**config.mk**
```make
export PLATFORM = sky130hd
export DESIGN_NAME = mmu_top
export DESIGN_NICKNAME = d
export VERILOG_FILES = /design/src/logic/mmu_pkg.sv /design/src/logic/reset_stretch.sv /design/src/logic/tlb_lookup.sv /design/src/logic/mem_ctrl.sv /design/src/logic/bus_master.sv /design/src/logic/mmu_top.sv
export SDC_FILE = /design/constraint.sdc
export NUM_CORES = 1
export LEC_CHECK = 0
export ABC_AREA = 0
export BUFFER_PORTS_ARGS = -buffer_cell sky130_fd_sc_hd__buf_2
export CAP_MARGIN = 10
export CORE_AREA = 2 2 159 192
export CTS_CLUSTER_DIAMETER = 100
export DETAILED_ROUTE_END_ITERATION = 10
export DIE_AREA = 0 0 161 194
export PLACE_DENSITY = 0.88
export SYNTH_ARGS = -nofsm -noshare
export SYNTH_HDL_FRONTEND = slang
export SYNTH_SLANG_ARGS = --single-unit
```
**constraint.sdc**
```tcl
create_clock -name aclk -period 11.1 [get_ports aclk]
set_input_delay 0.555 -clock aclk [delete_from_list [all_inputs] [get_ports aclk]]
set_output_delay 0.555 -clock aclk [all_outputs]
set_load 0.05 [all_outputs]
```
**src/logic/mmu_pkg.sv**
```systemverilog
`default_nettype none

package mmu_pkg;

    localparam int TLB_ENTRIES          = 4;
    localparam int TLB_IDX_W            = 2;
    localparam int RESET_STRETCH_CYCLES = 16;

    typedef logic [31:0] vaddr_t;
    typedef logic [31:0] paddr_t;

    typedef enum logic [1:0] {
        SIZE_BYTE = 2'd0,
        SIZE_HALF = 2'd1,
        SIZE_WORD = 2'd2
    } acc_size_t;

    // MIPS ExcCode subset seen on the data port
    typedef enum logic [4:0] {
        EXC_NONE = 5'd0,
        EXC_MOD  = 5'd1,
        EXC_TLBL = 5'd2,
        EXC_TLBS = 5'd3,
        EXC_ADEL = 5'd4,
        EXC_ADES = 5'd5
    } exc_code_t;

    typedef struct packed {
        vaddr_t    vaddr;
        logic      write;
        acc_size_t size;
        logic [31:0] wdata;
    } cpu_req_t;

    typedef struct packed {
        logic [31:0] rdata;
        exc_code_t   exc;
    } cpu_resp_t;

    typedef struct packed {
        logic [19:0] vpn;
        logic [19:0] pfn;
        logic        valid;
        logic        dirty;
    } tlb_entry_t;

    typedef struct packed {
        logic        hit;
        logic        valid;
        logic        dirty;
        logic [19:0] pfn;
    } tlb_result_t;

    typedef struct packed {
        logic        we;
        paddr_t      addr;
        logic [3:0]  strb;
        logic [31:0] wdata;
    } mem_req_t;

endpackage

`default_nettype wire

```
**src/logic/reset_stretch.sv**
```systemverilog
`timescale 1ns/100ps
`default_nettype none

module reset_stretch (
    input  wire  aclk,
    input  wire  aresetn,
    output logic o_rst_n
);
    import mmu_pkg::*;

    localparam int CNT_W = $clog2(RESET_STRETCH_CYCLES);

    logic [CNT_W-1:0] cnt;

    always_ff @(posedge aclk) begin
        if (!aresetn) begin
            cnt     <= '0;
            o_rst_n <= 1'b0;
        end else if (!o_rst_n) begin
            if (cnt == CNT_W'(RESET_STRETCH_CYCLES - 1)) begin
                o_rst_n <= 1'b1;                // stretch done
            end else begin
                cnt <= cnt + 1'b1;
            end
        end
    end

    // internal reset drops together with the external one
    a_rst_follows: assert property (@(posedge aclk) !aresetn |=> !o_rst_n);

endmodule

`default_nettype wire

```
**src/logic/tlb_lookup.sv**
```systemverilog
`timescale 1ns/100ps
`default_nettype none

module tlb_lookup (
    input  wire                          aclk,
    input  wire                          aresetn,
    input  wire                          i_rst_n,
    input  wire                          i_we,
    input  wire [mmu_pkg::TLB_IDX_W-1:0] i_idx,
    input  wire mmu_pkg::tlb_entry_t     i_entry,
    input  wire [19:0]                   i_vpn,
    output mmu_pkg::tlb_result_t         o_result
);
    import mmu_pkg::*;

    tlb_entry_t             entries [TLB_ENTRIES];
    logic [TLB_ENTRIES-1:0] filled;                 // entry written since reset
    logic [TLB_ENTRIES-1:0] match;

    // entry contents, written whole
    always_ff @(posedge aclk) begin
        if (i_we) begin
            entries[i_idx] <= i_entry;
        end
    end

    always_ff @(posedge aclk) begin
        if (!i_rst_n) begin
            filled <= '0;                           // all entries read as invalid
        end else if (i_we) begin
            filled[i_idx] <= 1'b1;
        end
    end

    // parallel vpn compare
    always_comb begin
        for (int i = 0; i < TLB_ENTRIES; i++) begin
            match[i] = filled[i] && (entries[i].vpn == i_vpn);
        end
    end

    always_comb begin
        o_result = '0;
        for (int i = 0; i < TLB_ENTRIES; i++) begin
            if (match[i]) begin
                o_result.hit   = 1'b1;
                o_result.valid = entries[i].valid;
                o_result.dirty = entries[i].dirty;
                o_result.pfn   = entries[i].pfn;
            end
        end
    end

    // software must never load two entries with the same vpn
    a_one_match: assert property (
        @(posedge aclk) disable iff (!aresetn) $onehot0(match)
    );

endmodule

`default_nettype wire

```
**src/logic/mem_ctrl.sv**
```systemverilog
`timescale 1ns/100ps
`default_nettype none

module mem_ctrl (
    input  wire                       aclk,
    input  wire                       i_rst_n,
    input  wire                       i_req,
    input  wire mmu_pkg::cpu_req_t    i_cpu_req,
    input  wire                       i_kernel_mode,
    output logic                      o_ack,
    output mmu_pkg::cpu_resp_t        o_cpu_resp,
    output logic [19:0]               o_vpn,
    input  wire mmu_pkg::tlb_result_t i_tlb,
    output logic                      o_bus_start,
    output mmu_pkg::mem_req_t         o_bus_req,
    output mmu_pkg::acc_size_t        o_bus_size,
    input  wire                       i_bus_done,
    input  wire mmu_pkg::paddr_t      i_bus_rdata
);
    import mmu_pkg::*;

    typedef enum logic [2:0] {S_IDLE, S_CHECK, S_BUS, S_RESP, S_REL} state_t;

    state_t    state;
    cpu_req_t  req_q;
    logic      kmode_q;
    exc_code_t exc_q;
    paddr_t    pa_q;
    logic      start_q;
    vaddr_t    va;
    logic      kuseg;
    logic      misalign;
    logic      addr_err;
    exc_code_t exc_d;
    paddr_t    pa_d;

    assign va       = req_q.vaddr;
    assign kuseg    = ~va[31];
    assign misalign = (req_q.size == SIZE_HALF && va[0]) ||
                      (req_q.size == SIZE_WORD && va[1:0] != 2'b00);
    // user access above 2G, and kseg2/kseg3 which are not mapped here
    assign addr_err = misalign || (!kmode_q && va[31]) || (va[31:30] == 2'b11);

    always_comb begin
        if (addr_err) begin
            exc_d = req_q.write ? EXC_ADES : EXC_ADEL;
        end else if (kuseg && !(i_tlb.hit && i_tlb.valid)) begin
            exc_d = req_q.write ? EXC_TLBS : EXC_TLBL;
        end else if (kuseg && req_q.write && !i_tlb.dirty) begin
            exc_d = EXC_MOD;
        end else begin
            exc_d = EXC_NONE;
        end
    end

    assign pa_d = kuseg ? {i_tlb.pfn, va[11:0]} : {3'b000, va[28:0]};

    always_ff @(posedge aclk) begin
        if (state == S_IDLE && i_req) begin
            req_q   <= i_cpu_req;
            kmode_q <= i_kernel_mode;
        end
        if (state == S_CHECK) begin
            exc_q <= exc_d;
            pa_q  <= pa_d;
        end
        if (state == S_BUS && i_bus_done) begin
            o_cpu_resp <= '{rdata: req_q.write ? 32'h0 : i_bus_rdata, exc: EXC_NONE};
        end
        if (state == S_RESP) begin
            o_cpu_resp <= '{rdata: 32'h0, exc: exc_q};
        end
    end

    always_ff @(posedge aclk) begin
        if (!i_rst_n) begin
            state   <= S_IDLE;
            o_ack   <= 1'b0;
            start_q <= 1'b0;
        end else begin
            start_q <= 1'b0;
            case (state)
                S_IDLE:  if (i_req) state <= S_CHECK;
                S_CHECK: begin
                    if (exc_d == EXC_NONE) begin
                        start_q <= 1'b1;        // single-cycle kick to the bus master
                        state   <= S_BUS;
                    end else begin
                        state <= S_RESP;
                    end
                end
                S_BUS: begin
                    if (i_bus_done) begin
                        o_ack <= 1'b1;
                        state <= S_REL;
                    end
                end
                S_RESP: begin
                    o_ack <= 1'b1;
                    state <= S_REL;
                end
                S_REL: begin
                    if (!i_req) begin
                        o_ack <= 1'b0;          // four-phase return to zero
                        state <= S_IDLE;
                    end
                end
                default: state <= S_IDLE;
            endcase
        end
    end

    assign o_vpn       = req_q.vaddr[31:12];
    assign o_bus_start = start_q;
    assign o_bus_size  = req_q.size;
    assign o_bus_req   = '{we: req_q.write, addr: pa_q, strb: 4'b0000, wdata: req_q.wdata};

    // a faulting access must never reach memory
    a_no_bus_on_exc: assert property (
        @(posedge aclk) disable iff (!i_rst_n) o_bus_start |-> exc_q == EXC_NONE
    );

endmodule

`default_nettype wire

```
**src/logic/bus_master.sv**
```systemverilog
`timescale 1ns/100ps
`default_nettype none

module bus_master (
    input  wire                     aclk,
    input  wire                     i_rst_n,
    input  wire                     i_start,
    input  wire mmu_pkg::mem_req_t  i_req,
    input  wire mmu_pkg::acc_size_t i_size,
    output logic                    o_done,
    output mmu_pkg::paddr_t         o_rdata,
    output logic                    o_mem_req,
    output mmu_pkg::mem_req_t       o_mem_req_bus,
    input  wire                     i_mem_ack,
    input  wire mmu_pkg::paddr_t    i_mem_rdata
);
    import mmu_pkg::*;

    typedef enum logic [1:0] {B_IDLE, B_REQ, B_DROP} bstate_t;

    bstate_t     state;
    acc_size_t   size_q;
    logic [3:0]  strb_d;
    logic [31:0] wdata_d;
    paddr_t      shifted;
    paddr_t      rdata_ext;

    // lane select and write data replication
    always_comb begin
        case (i_size)
            SIZE_BYTE: begin
                strb_d  = 4'b0001 << i_req.addr[1:0];
                wdata_d = {4{i_req.wdata[7:0]}};
            end
            SIZE_HALF: begin
                strb_d  = i_req.addr[1] ? 4'b1100 : 4'b0011;
                wdata_d = {2{i_req.wdata[15:0]}};
            end
            default: begin
                strb_d  = 4'b1111;
                wdata_d = i_req.wdata;
            end
        endcase
    end

    assign shifted = i_mem_rdata >> {o_mem_req_bus.addr[1:0], 3'b000};

    always_comb begin
        case (size_q)
            SIZE_BYTE: rdata_ext = {24'h0, shifted[7:0]};
            SIZE_HALF: rdata_ext = {16'h0, shifted[15:0]};
            default:   rdata_ext = shifted;
        endcase
    end

    always_ff @(posedge aclk) begin
        if (state == B_IDLE && i_start) begin
            o_mem_req_bus <= '{we: i_req.we, addr: i_req.addr, strb: strb_d, wdata: wdata_d};
            size_q        <= i_size;
        end
        if (state == B_REQ && i_mem_ack) begin
            o_rdata <= rdata_ext;               // zero-extended from lane 0
        end
    end

    always_ff @(posedge aclk) begin
        if (!i_rst_n) begin
            state     <= B_IDLE;
            o_mem_req <= 1'b0;
            o_done    <= 1'b0;
        end else begin
            o_done <= 1'b0;
            case (state)
                B_IDLE: begin
                    if (i_start) begin
                        o_mem_req <= 1'b1;
                        state     <= B_REQ;
                    end
                end
                B_REQ: begin
                    if (i_mem_ack) begin
                        o_mem_req <= 1'b0;
                        state     <= B_DROP;
                    end
                end
                B_DROP: begin
                    if (!i_mem_ack) begin
                        o_done <= 1'b1;         // memory has released ack
                        state  <= B_IDLE;
                    end
                end
                default: state <= B_IDLE;
            endcase
        end
    end

    a_bus_stable: assert property (
        @(posedge aclk) disable iff (!i_rst_n)
        o_mem_req && $past(o_mem_req) |-> $stable(o_mem_req_bus)
    );

endmodule

`default_nettype wire

```
**src/logic/mmu_top.sv**
```systemverilog
`timescale 1ns/100ps
`default_nettype none

module mmu_top (
    input  wire                          aclk,
    input  wire                          aresetn,
    input  wire                          i_req,
    input  wire mmu_pkg::cpu_req_t       i_cpu_req,
    input  wire                          i_kernel_mode,
    output logic                         o_ack,
    output mmu_pkg::cpu_resp_t           o_cpu_resp,
    input  wire                          i_tlb_we,
    input  wire [mmu_pkg::TLB_IDX_W-1:0] i_tlb_idx,
    input  wire mmu_pkg::tlb_entry_t     i_tlb_entry,
    output logic                         o_mem_req,
    output mmu_pkg::mem_req_t            o_mem_req_bus,
    input  wire                          i_mem_ack,
    input  wire mmu_pkg::paddr_t         i_mem_rdata
);
    import mmu_pkg::*;

    logic        rst_n_int;
    logic [19:0] vpn;
    tlb_result_t tlb_res;
    logic        bus_start;
    mem_req_t    bus_req;
    acc_size_t   bus_size;
    logic        bus_done;
    paddr_t      bus_rdata;

    reset_stretch u_rst (
        .aclk    (aclk),
        .aresetn (aresetn),
        .o_rst_n (rst_n_int)
    );

    tlb_lookup u_tlb (
        .aclk     (aclk),
        .aresetn  (aresetn),
        .i_rst_n  (rst_n_int),
        .i_we     (i_tlb_we),
        .i_idx    (i_tlb_idx),
        .i_entry  (i_tlb_entry),
        .i_vpn    (vpn),
        .o_result (tlb_res)
    );

    mem_ctrl u_ctrl (
        .aclk          (aclk),
        .i_rst_n       (rst_n_int),
        .i_req         (i_req),
        .i_cpu_req     (i_cpu_req),
        .i_kernel_mode (i_kernel_mode),
        .o_ack         (o_ack),
        .o_cpu_resp    (o_cpu_resp),
        .o_vpn         (vpn),
        .i_tlb         (tlb_res),
        .o_bus_start   (bus_start),
        .o_bus_req     (bus_req),
        .o_bus_size    (bus_size),
        .i_bus_done    (bus_done),
        .i_bus_rdata   (bus_rdata)
    );

    bus_master u_bus (
        .aclk          (aclk),
        .i_rst_n       (rst_n_int),
        .i_start       (bus_start),
        .i_req         (bus_req),
        .i_size        (bus_size),
        .o_done        (bus_done),
        .o_rdata       (bus_rdata),
        .o_mem_req     (o_mem_req),
        .o_mem_req_bus (o_mem_req_bus),
        .i_mem_ack     (i_mem_ack),
        .i_mem_rdata   (i_mem_rdata)
    );

endmodule

`default_nettype wire

```
# Yosys cells after proc, flatten, opt, wreduce, memory -nomap -nowiden
# Memories as Yosys holds them, arrays and structs flattened.
# Cells that the tools add are included.
[totals] output_inout_bits=108 n_memories=1 ram_bits=168 regBits=263 elab_cells=134 input_bits=149
[op_classes] n_mux=40 bitwise_logic=4 n_reduce_logical=38 n_eq_ne=21 shift=2 magnitude_cmp=2 n_addsub=1
[mem_list] memory="u_tlb.entries" depth=4 word_bits=42 read_ports=4 rd_ports_with_merged_regs=0 write_ports=1 line="tlb_lookup.sv:16" source="tlb_entry_t entries [TLB_ENTRIES];"
[ops] op="32-bit one-hot mux with 2 select lines" n=2
[ops] op="23-bit 2-to-1 mux" n=4
[ops] op="20-bit == test" n=4
[ops] op="32-bit 2-to-1 mux" n=1
[ops] op="32-bit by 5-bit >> shifter with 32-bit output" n=1
[ops] op="29-bit 2-to-1 mux" n=1
[ops] op="5-bit 2-to-1 mux" n=4
[ops] op="1-bit logical AND" n=16
[ops] op="1-bit 2-to-1 mux" n=15
[ops] op="3-bit one-hot mux with 5 select lines" n=1
[ops] op="3-bit AND reduction" n=4
[ops] op="2-bit inequality test, second input constant" n=5
[ops] op="3-bit 2-to-1 mux" n=3
[ops] op="4-bit one-hot mux with 2 select lines" n=1
[ops] op="2-bit by 1-bit == test with 1-bit output, second input constant" n=3
[ops] op="2-bit == test, second input constant" n=3
[ops] op="3-bit by 2-bit == test with 1-bit output, second input constant" n=2
[ops] op="2-bit zero test" n=3
[ops] op="2-bit 2-to-1 mux" n=3
[ops] op="2-bit one-hot mux with 3 select lines" n=1
[ops] op="2-bit AND reduction" n=3
[ops] op="2-bit nonzero test" n=3
[ops] op="5-bit zero test" n=1
[ops] op="4-bit by 1-bit adder with 4-bit output, second input constant" n=1
[ops] op="17 further kinds" n=23

# Logic depth before layout (Yosys ltp)
# Gate-level depths: netlist of the first run.
# An unclocked memory read counts as a cell.
[logic_depth] word_depth=15 mapped_depth=10 ltp_nobuf=7

# By module
# Synthesis of the first run repeated with hierarchy kept, for this count alone.
[unflattened] cells_unflattened=941 hier_area_um2=16278.1
[by_module_without_submodules] module="tlb_lookup" area_per_inst_um2=6880.3 n_inst=1 cells_each=423 seq_area_each_um2=5124.9
[by_module_without_submodules] module="mem_ctrl" area_per_inst_um2=4792.1 n_inst=1 cells_each=249 seq_area_each_um2=3923.8
[by_module_without_submodules] module="bus_master" area_per_inst_um2=4383.0 n_inst=1 cells_each=248 seq_area_each_um2=3173.0
[by_module_without_submodules] module="reset_stretch" area_per_inst_um2=222.7 n_inst=1 cells_each=21 seq_area_each_um2=100.1

# Worst setup path before layout of the first run
# OpenSTA, ideal clock, no wires.
[synth_path] kind="register to register" from="reg u_ctrl.state[0]" to="reg u_ctrl.kmode_q (enable)" path_buffers=1 slack_ps=2835 setup_ps=686 t_arrival_ps=7580 stages_incl_launch_ff=3 required_time_ps=10414 period_less_slack_ps=8265 path_cell_list="dfxtp_1 clkbuf_1 nor4b_1"
[synth_between] elab_chain_cells=2
[synth_rtl] element="from (decl)" line="mem_ctrl.sv:24" source="state_t state;"
[synth_rtl] element="from (signal assigned)" line="mem_ctrl.sv:77" source="state <= S_IDLE;"
[synth_rtl] element="from (signal assigned)" line="mem_ctrl.sv:83" source="S_IDLE: if (i_req) state <= S_CHECK;"
[synth_rtl] element="from (signal assigned)" line="mem_ctrl.sv:87" source="state <= S_BUS;"
[synth_rtl] element="3-bit zero test" line="mem_ctrl.sv:59" source="if (state == S_IDLE && i_req) begin"
[synth_rtl] element="1-bit logical AND" line="mem_ctrl.sv:59"
[synth_rtl] element="to (signal assigned)" line="mem_ctrl.sv:61" source="kmode_q <= i_kernel_mode;"
[synth_rtl] element="to (decl)" line="mem_ctrl.sv:26" source="logic kmode_q;"
# Every way passes these cells.
# A chain may end at the register's enable or synchronous reset.

# Worst setup path after layout of the first run
[layout_path] from="reg u_ctrl.req_q (netlist bit u_ctrl.va[16])" to="reg u_ctrl.pa_q[13] (data pin)"
[layout_between] elab_chain_cells=7 word_cells_on_any_way=13 classes_between="eq/ne: 4; mux: 5; reduce/logical: 4"
[layout_rtl] element="from (decl)" line="mem_ctrl.sv:25" source="cpu_req_t req_q;"
[layout_rtl] element="from (signal assigned)" line="mem_ctrl.sv:60" source="req_q <= i_cpu_req;"
[layout_rtl] element="20-bit == test" line="tlb_lookup.sv:38" source="match[i] = filled[i] && (entries[i].vpn == i_vpn);"
[layout_rtl] element="1-bit logical AND" line="tlb_lookup.sv:38"
[layout_rtl] element="23-bit 2-to-1 mux (3 in series)" line="tlb_lookup.sv:45" source="if (match[i]) begin"
[layout_rtl] element="23-bit 2-to-1 mux (*)" line="tlb_lookup.sv:45"
[layout_rtl] element="29-bit 2-to-1 mux (*)" line="mem_ctrl.sv:56" source="assign pa_d = kuseg ? {i_tlb.pfn, va[11:0]} : {3'b000, va[28:0]};"
[layout_rtl] element="named net u_ctrl.pa_d[13]" line="mem_ctrl.sv:35" source="paddr_t pa_d;"
[layout_rtl] element="to (signal assigned)" line="mem_ctrl.sv:65" source="pa_q <= pa_d;"
[layout_rtl] element="to (decl)" line="mem_ctrl.sv:28" source="paddr_t pa_q;"
# Mark *: on every way through the listed nets, which the timed path passes. The rest lies on a longest branch.

==> metrics.txt, run 1 <==
fin cells 1660; Setup Fix Bufs, Post-CTS 0; Die W 161 um; Routed Antenna Nets 0; nature of the critical path endpoint flop; core area 29350 um^2; Initial Util 55.14%; DRC 0; IR drop worst, VDD 0.1299 mV; Leak 6.967 nW; synthesized instance count 977; Seq cells post-synth 427; Slew Viols, Final 0; Nets 1385; row count 69; post-layout worst setup margin 8.016 ns; multi-input logic area 3595 um^2; startpoint type of the worst setup path flop; Hold WC Path Type input pin to flop; Worst slew margin 22.40%; sequential-to-total area share from yosys stat 76.13%; number of global-route vias before repair 9567; post-place setup slack 8.081 ns; CP arrival 3.48 ns; unrepaired setup endpoints after global routing false; Req. time, crit path 11.50 ns; remaining global-route overflow 0; # setup viols final 0; DRT iter0 DRCs 1097; asr flop ratio synth 0%; Setup Total Neg Slack 0 ns; largest net degree at the start of global routing 73; status finished clean; layout cells sized above 1 30.07%; placer's final routability congestion estimate 0.9451; TritonRoute pass-1 iters 6; most frequent cells in the layout edfxtp_1 (377), buf_2 (254), xnor2_1 (53); initial antenna violation count 3; Placed Cells 1583; kind of critical path flop to flop; number of distinct library cells after synthesis 65; fin crit period 3.084 ns; syn_area_per_cell 16.57 um^2; final wirelength 36.33 mm; PwrDens 171.9 nW/um^2; dpl hpwl 23.80 mm; top achievable clock speed 324.3 MHz; Max clock buf depth 3; maximum fanout along the worst path 17; Post-synth EDFFs 377; Avg WL per Cell 21.88 um; Die ar. 31230 um^2; cts hold-fix bufs 0; H-tree lvl count 2; Final Cycle Share 27.78%; CTS resizes 0; DR vias/cell 5.741; clock root buffer clkbuf_16; top_reg_cell synth edfxtp_1; most common library cell in the layout ignoring fill and taps edfxtp_1; fillcell total 1977; Final Hold Fails 0; Clock Skews 0.02977 ns; clk slew on worst S/H paths 0.06 ns; TritonCTS Buffers 40; IO Port Bufs 254; Mapped Area 16190 um^2; die height 194 um; Syn. warnings 0; top-level port count 257; first-pass GRT wire length 54.52 mm; Layout area overhead 18.12%; Reg area 12320 um^2; Max-cap violations 0; CTS tree yes; Worst Tran Pin Value 1.164 ns; global-route usage over all layers 22.82%; clock latency at the later pin of the worst-skew pair 0.55 ns; CTS Sinks 427; total number of vias 9530
## power breakdown
group | internal (W) | total [W] | leakage (nW) | switching, W
clock | 0.000765 | 0.00133 | 0.626 | 0.000566
sequential | 0.00180 | 0.00182 | 3.89 | 0.0000259
combinational | 0.0000546 | 0.000133 | 2.45 | 0.0000789
total | 0.00261 | 0.00329 | 6.97 | 0.000671
## routing by layer
| layer | up-vias | GRT usage [%] | routed length, um | share of wire [%] |
|---|---|---|---|---|
| li1 | 4265 | - | - | - |
| met4 | 0 | 10.02 | 1391 | 3.8 |
| met1 | 4672 | 27.98 | 13420 | 37 |
| met3 | 96 | 3.807 | 2696 | 7.4 |
| met2 | 497 | 39.90 | 18820 | 52 |
| met5 | - | 0 | 0 | 0 |
## state kept, by name, indices dropped and copies added, names as in the netlist, 4 cells and up
name and cells:
u_bus.o_mem_req_bus 69, u_rst.cnt 4, u_tlb.entries 168, u_ctrl.pa_q 32, u_ctrl.o_cpu_resp 35, u_tlb.filled 4
u_ctrl.va 32, u_bus.o_rdata 32, u_ctrl.o_bus_req 33
## critical path, cell delays in order (launching register included)
cell      delay, ns
edfxtp_1       0.52
xor2_1         0.21
or4_4          0.55
nor4_4         0.46
and2_1         0.72
a221o_1        0.23
o211ai_1       0.12
nand3_1        0.12
## worst paths after layout
kind                             endpoint            start  slack [ns]  depth (start not counted)
hold reg to reg   u_bus.o_mem_req_bus[52]  u_ctrl.pa_q[16]        0.42                          0
setup / recovery          u_ctrl.pa_q[13]    u_ctrl.va[16]        8.02                          7
setup reg to reg          u_ctrl.pa_q[13]    u_ctrl.va[16]        8.02                          7
hold / removal       u_ctrl.o_bus_req[26]    i_cpu_req[26]        0.19                          1
## cells by family after synthesis
logic type,Yosys count,share of synthesized area (%)
buffers and inverters,63,1.971
AO/OA/AOI/OAI,136,6.880
adder cells (fa/ha/maj),1,0.07729
other,1,0.02317
XOR/XNOR,85,4.600
AND/OR/NAND/NOR,222,7.599
multiplexers,42,2.721
flip-flops,427,76.13
## cell type report
class                   instances  area share (%)
repair buffers                270           7.277
diodes                          3         0.03927
clock buffers                  51           5.674
multi-input cells             488           18.80
inverters                       8          0.1571
clock inverters                23           1.047
well taps                     390           2.552
flip-flops and latches        427           64.45
## through the flow
stage	total power (W)	instance area [um^2]	hold WS, ns	utilization [%]
global route	0.003380	19120	0.1744	65.13
global placement	0.001980	17830	0.4001	60.73
detailed placement	0.001987	17830	0.4045	60.73
floorplan	0.001922	16190	0.4003	-
CTS	0.003305	19110	0.1702	65.11
finish	0.003286	19120	0.1862	65.13
## synthesized netlist by cell type (all sizes together) (3+ instances only)
library cell / n / area, um^2
edfxtp: 377 / 11320
xnor2: 53 / 464.2
dfxtp: 50 / 1001
nor2: 50 / 187.7
nand2: 40 / 152.6
a22o: 36 / 315.3
xor2: 32 / 280.3
clkbuf: 31 / 120.1
mux2i: 26 / 260.3
nand3: 26 / 140.1
buf: 22 / 148.9
a21oi: 20 / 100.1
a221o: 17 / 181.4
nand3b: 17 / 127.6
o211ai: 17 / 177.7
mux2: 16 / 180.2
nand4: 15 / 93.84
nor2b: 14 / 87.58
and2: 13 / 81.33
nor4: 12 / 105.1
o21ai: 12 / 60.05
a211oi: 10 / 80.07
and3: 7 / 43.79
inv: 7 / 26.28
nand2b: 7 / 43.79
and4: 5 / 43.79
nor4b: 5 / 43.79
o21bai: 5 / 37.54
nor3: 4 / 20.02
a22oi: 3 / 22.52
nor3b: 3 / 22.52
Note: power is estimated with default switching activity, not from simulation.
==> run 2, diff against run 1 <==
Settings changed: CORE_AREA 2 2 159 192 to 2 2 166 201, DIE_AREA 0 0 161 194 to 0 0 168 203, PLACE_DENSITY 0.88 to 0.85.
Clock period 11.1 ns to 2.5 ns, I/O delays scaled along.
==> run 2 against run 1 <==
  * The run now ends with setup timing left
  * Non-clock buffer count is 165 higher
  * First-iteration DRC count is 21% lower
  * Fmax is 20% higher
  * Register-to-register slack worse by 8.1 ns
  * Critical path type unchanged
  * Critical endpoint is now u_ctrl.pa_q[16]
  * Largest cell class unchanged
  * Highest routed layer unchanged
==> metrics.txt, run 2 (synthesized netlist as in run 1, its figures left out) <==
Nets 1553; Max clock buf depth 3; CTS Sinks 427; failing checks setup timing; TritonCTS Buffers 43; Layout area overhead 29.59%; PwrDens 727.2 nW/um^2; Reg2Reg Setup Slack -0.06 ns; number of global-route vias before repair 10520; Placed Cells 1625; post-layout worst setup margin -0.06057 ns; Avg WL per Cell 22.17 um; most common library cell in the layout ignoring fill and taps edfxtp_1; top-level port count 257; clock latency at the later pin of the worst-skew pair 0.56 ns; core area 31980 um^2; startpoint type of the worst setup path flop; met3 WL 2.459 mm; Slew Viols, Final 0; Clock Skews 0.03174 ns; Worst slew margin 43.89%; Largest regs u_tlb.entries x168, u_bus.o_mem_req_bus x69, u_ctrl.o_cpu_resp x35; final std cell area, no fill 20980 um^2; row count 72; Worst Tran Pin Value 0.8416 ns; IO Port Bufs 254; Initial Util 50.61%; CP endpoint u_ctrl.pa_q[16]; worst r2r dst u_ctrl.pa_q[16]; H-tree lvl count 2; remaining global-route overflow 0; Leak 7.785 nW; Hold WC Path Type input pin to flop; first-pass GRT wire length 60.92 mm; max reg flops 168; R2R cell count 8; ant diodes 0; Max Used Layer met4; Die W 168 um; total number of vias 10170; global-route usage over all layers 23.83%; unrepaired setup endpoints after global routing true; clock root buffer clkbuf_16; top achievable clock speed 390.5 MHz; kind of critical path flop to flop; maximum fanout along the worst path 17; TritonRoute pass-1 iters 5; layout cells sized above 1 29.90%; Final Hold Fails 0; Setup Total Neg Slack -0.1063 ns; fin crit period 2.561 ns; # setup viols final 3; worst r2r src u_ctrl.va[25]; largest reg by FF count u_tlb.entries; final wirelength 40.90 mm; die height 203 um; largest net degree at the start of global routing 47; met2 WL 22.11 mm; area post-placement 18130 um^2; clk slew on worst S/H paths 0.06 ns; Worst Setup SP u_ctrl.va[25]; Max-cap violations 0; CP arrival 2.83 ns; nature of the critical path endpoint flop; status complete, but fails checks; Final Cycle Share 102.4%; Req. time, crit path 2.76 ns; initial antenna violation count 0; fillcell total 2122; Routed Antenna Nets 0; placer's final routability congestion estimate 0.9060; DRT iter0 DRCs 864; IR drop worst, VDD 0.6822 mV; M1 WL 14.87 mm; fin cells 1845; most frequent cells in the layout edfxtp_1 (377), buf_2 (254), dlygate4sd3_1 (129); DRC 0; Die ar. 34100 um^2; DR vias/cell 5.514; dpl hpwl 25.25 mm; CTS tree yes
-- run 2: cell types whose count changed in the layout (fill, tap and decap cells not counted), moves of 4 or more --
cell / before / now
clkinv_2: 8 / 3
dlygate4sd3_1: 0 / 129
clkbuf_1: 9 / 14
clkbuf_16: 42 / 46
buf_12: 0 / 6
buf_4: 16 / 46
-- run 2: worst max-delay path, stage by stage, from the launching register on --
cell and delay [ns]:
edfxtp_1 0.49, xnor2_2 0.24, nand4_1 0.23, nor4_4 0.43, a211oi_2 0.16, buf_12 0.18
a221o_1 0.33, o211ai_1 0.10, nand3_1 0.13
-- run 2: routing by layer --
metal,up-vias,global-route usage (%)
met2,471,44.63
met1,5003,27.22
met3,106,3.645
met5,-,0
met4,0,9.472
li1,4594,-
-- run 2: area by class of cell --
type / count / area (um^2) / share of cell area (%)
clock buffer: 60 / 1204 / 5.738
tap: 407 / 509.2 / 2.428
multi-input combinational: 488 / 3682 / 17.56
timing repair buffer: 435 / 3028 / 14.44
sequential: 427 / 12320 / 58.75
inverter: 8 / 30.03 / 0.1432
clock inverter: 20 / 198.9 / 0.9485
-- run 2: how the worst min path moves through the flow --
stage                         start  depth (start not counted)             endpoint
floorplan                 i_mem_ack                          1         u_bus.o_done
global placement      i_cpu_req[48]                          1        u_ctrl.va[13]
detailed placement     i_cpu_req[9]                          1  u_ctrl.o_bus_req[9]
CTS                 i_mem_rdata[11]                          3     u_bus.o_rdata[3]
global route        i_mem_rdata[11]                          3     u_bus.o_rdata[3]
finish              i_mem_rdata[10]                          3     u_bus.o_rdata[2]
-- run 2: what timing repair did --
action / CTS / global route
pin swaps: 2 / 13
hold buffers: 129 / 0
buffers inserted: 1 / 10
gates resized for setup: 3 / 13
endpoints found under the hold margin: 270 / 0
setup endpoints to repair: 24 / 24
-- run 2: where the power goes --
| group | switching (W) | leakage (nW) | total, W | internal [W] |
|---|---|---|---|---|
| combinational | 0.000421 | 3.22 | 0.000821 | 0.000400 |
| sequential | 0.000117 | 3.89 | 0.00809 | 0.00797 |
| clock | 0.00264 | 0.677 | 0.00634 | 0.00370 |
-- run 2: metrics by stage --
step           hold slack, ns  utilization, %  power, W  setup slack (ns)
2_1_floorplan          0.2043               -  0.008527           -0.6001
3_3_place_gp           0.3019           56.70  0.008831          -0.01093
3_5_place_dp           0.3033           56.70  0.008855          -0.09345
4_1_cts               0.03059           65.19   0.01528          0.008880
5_1_grt               0.03069           65.59   0.01570           -0.1394
6_report              0.06700           65.59   0.01525          -0.06057
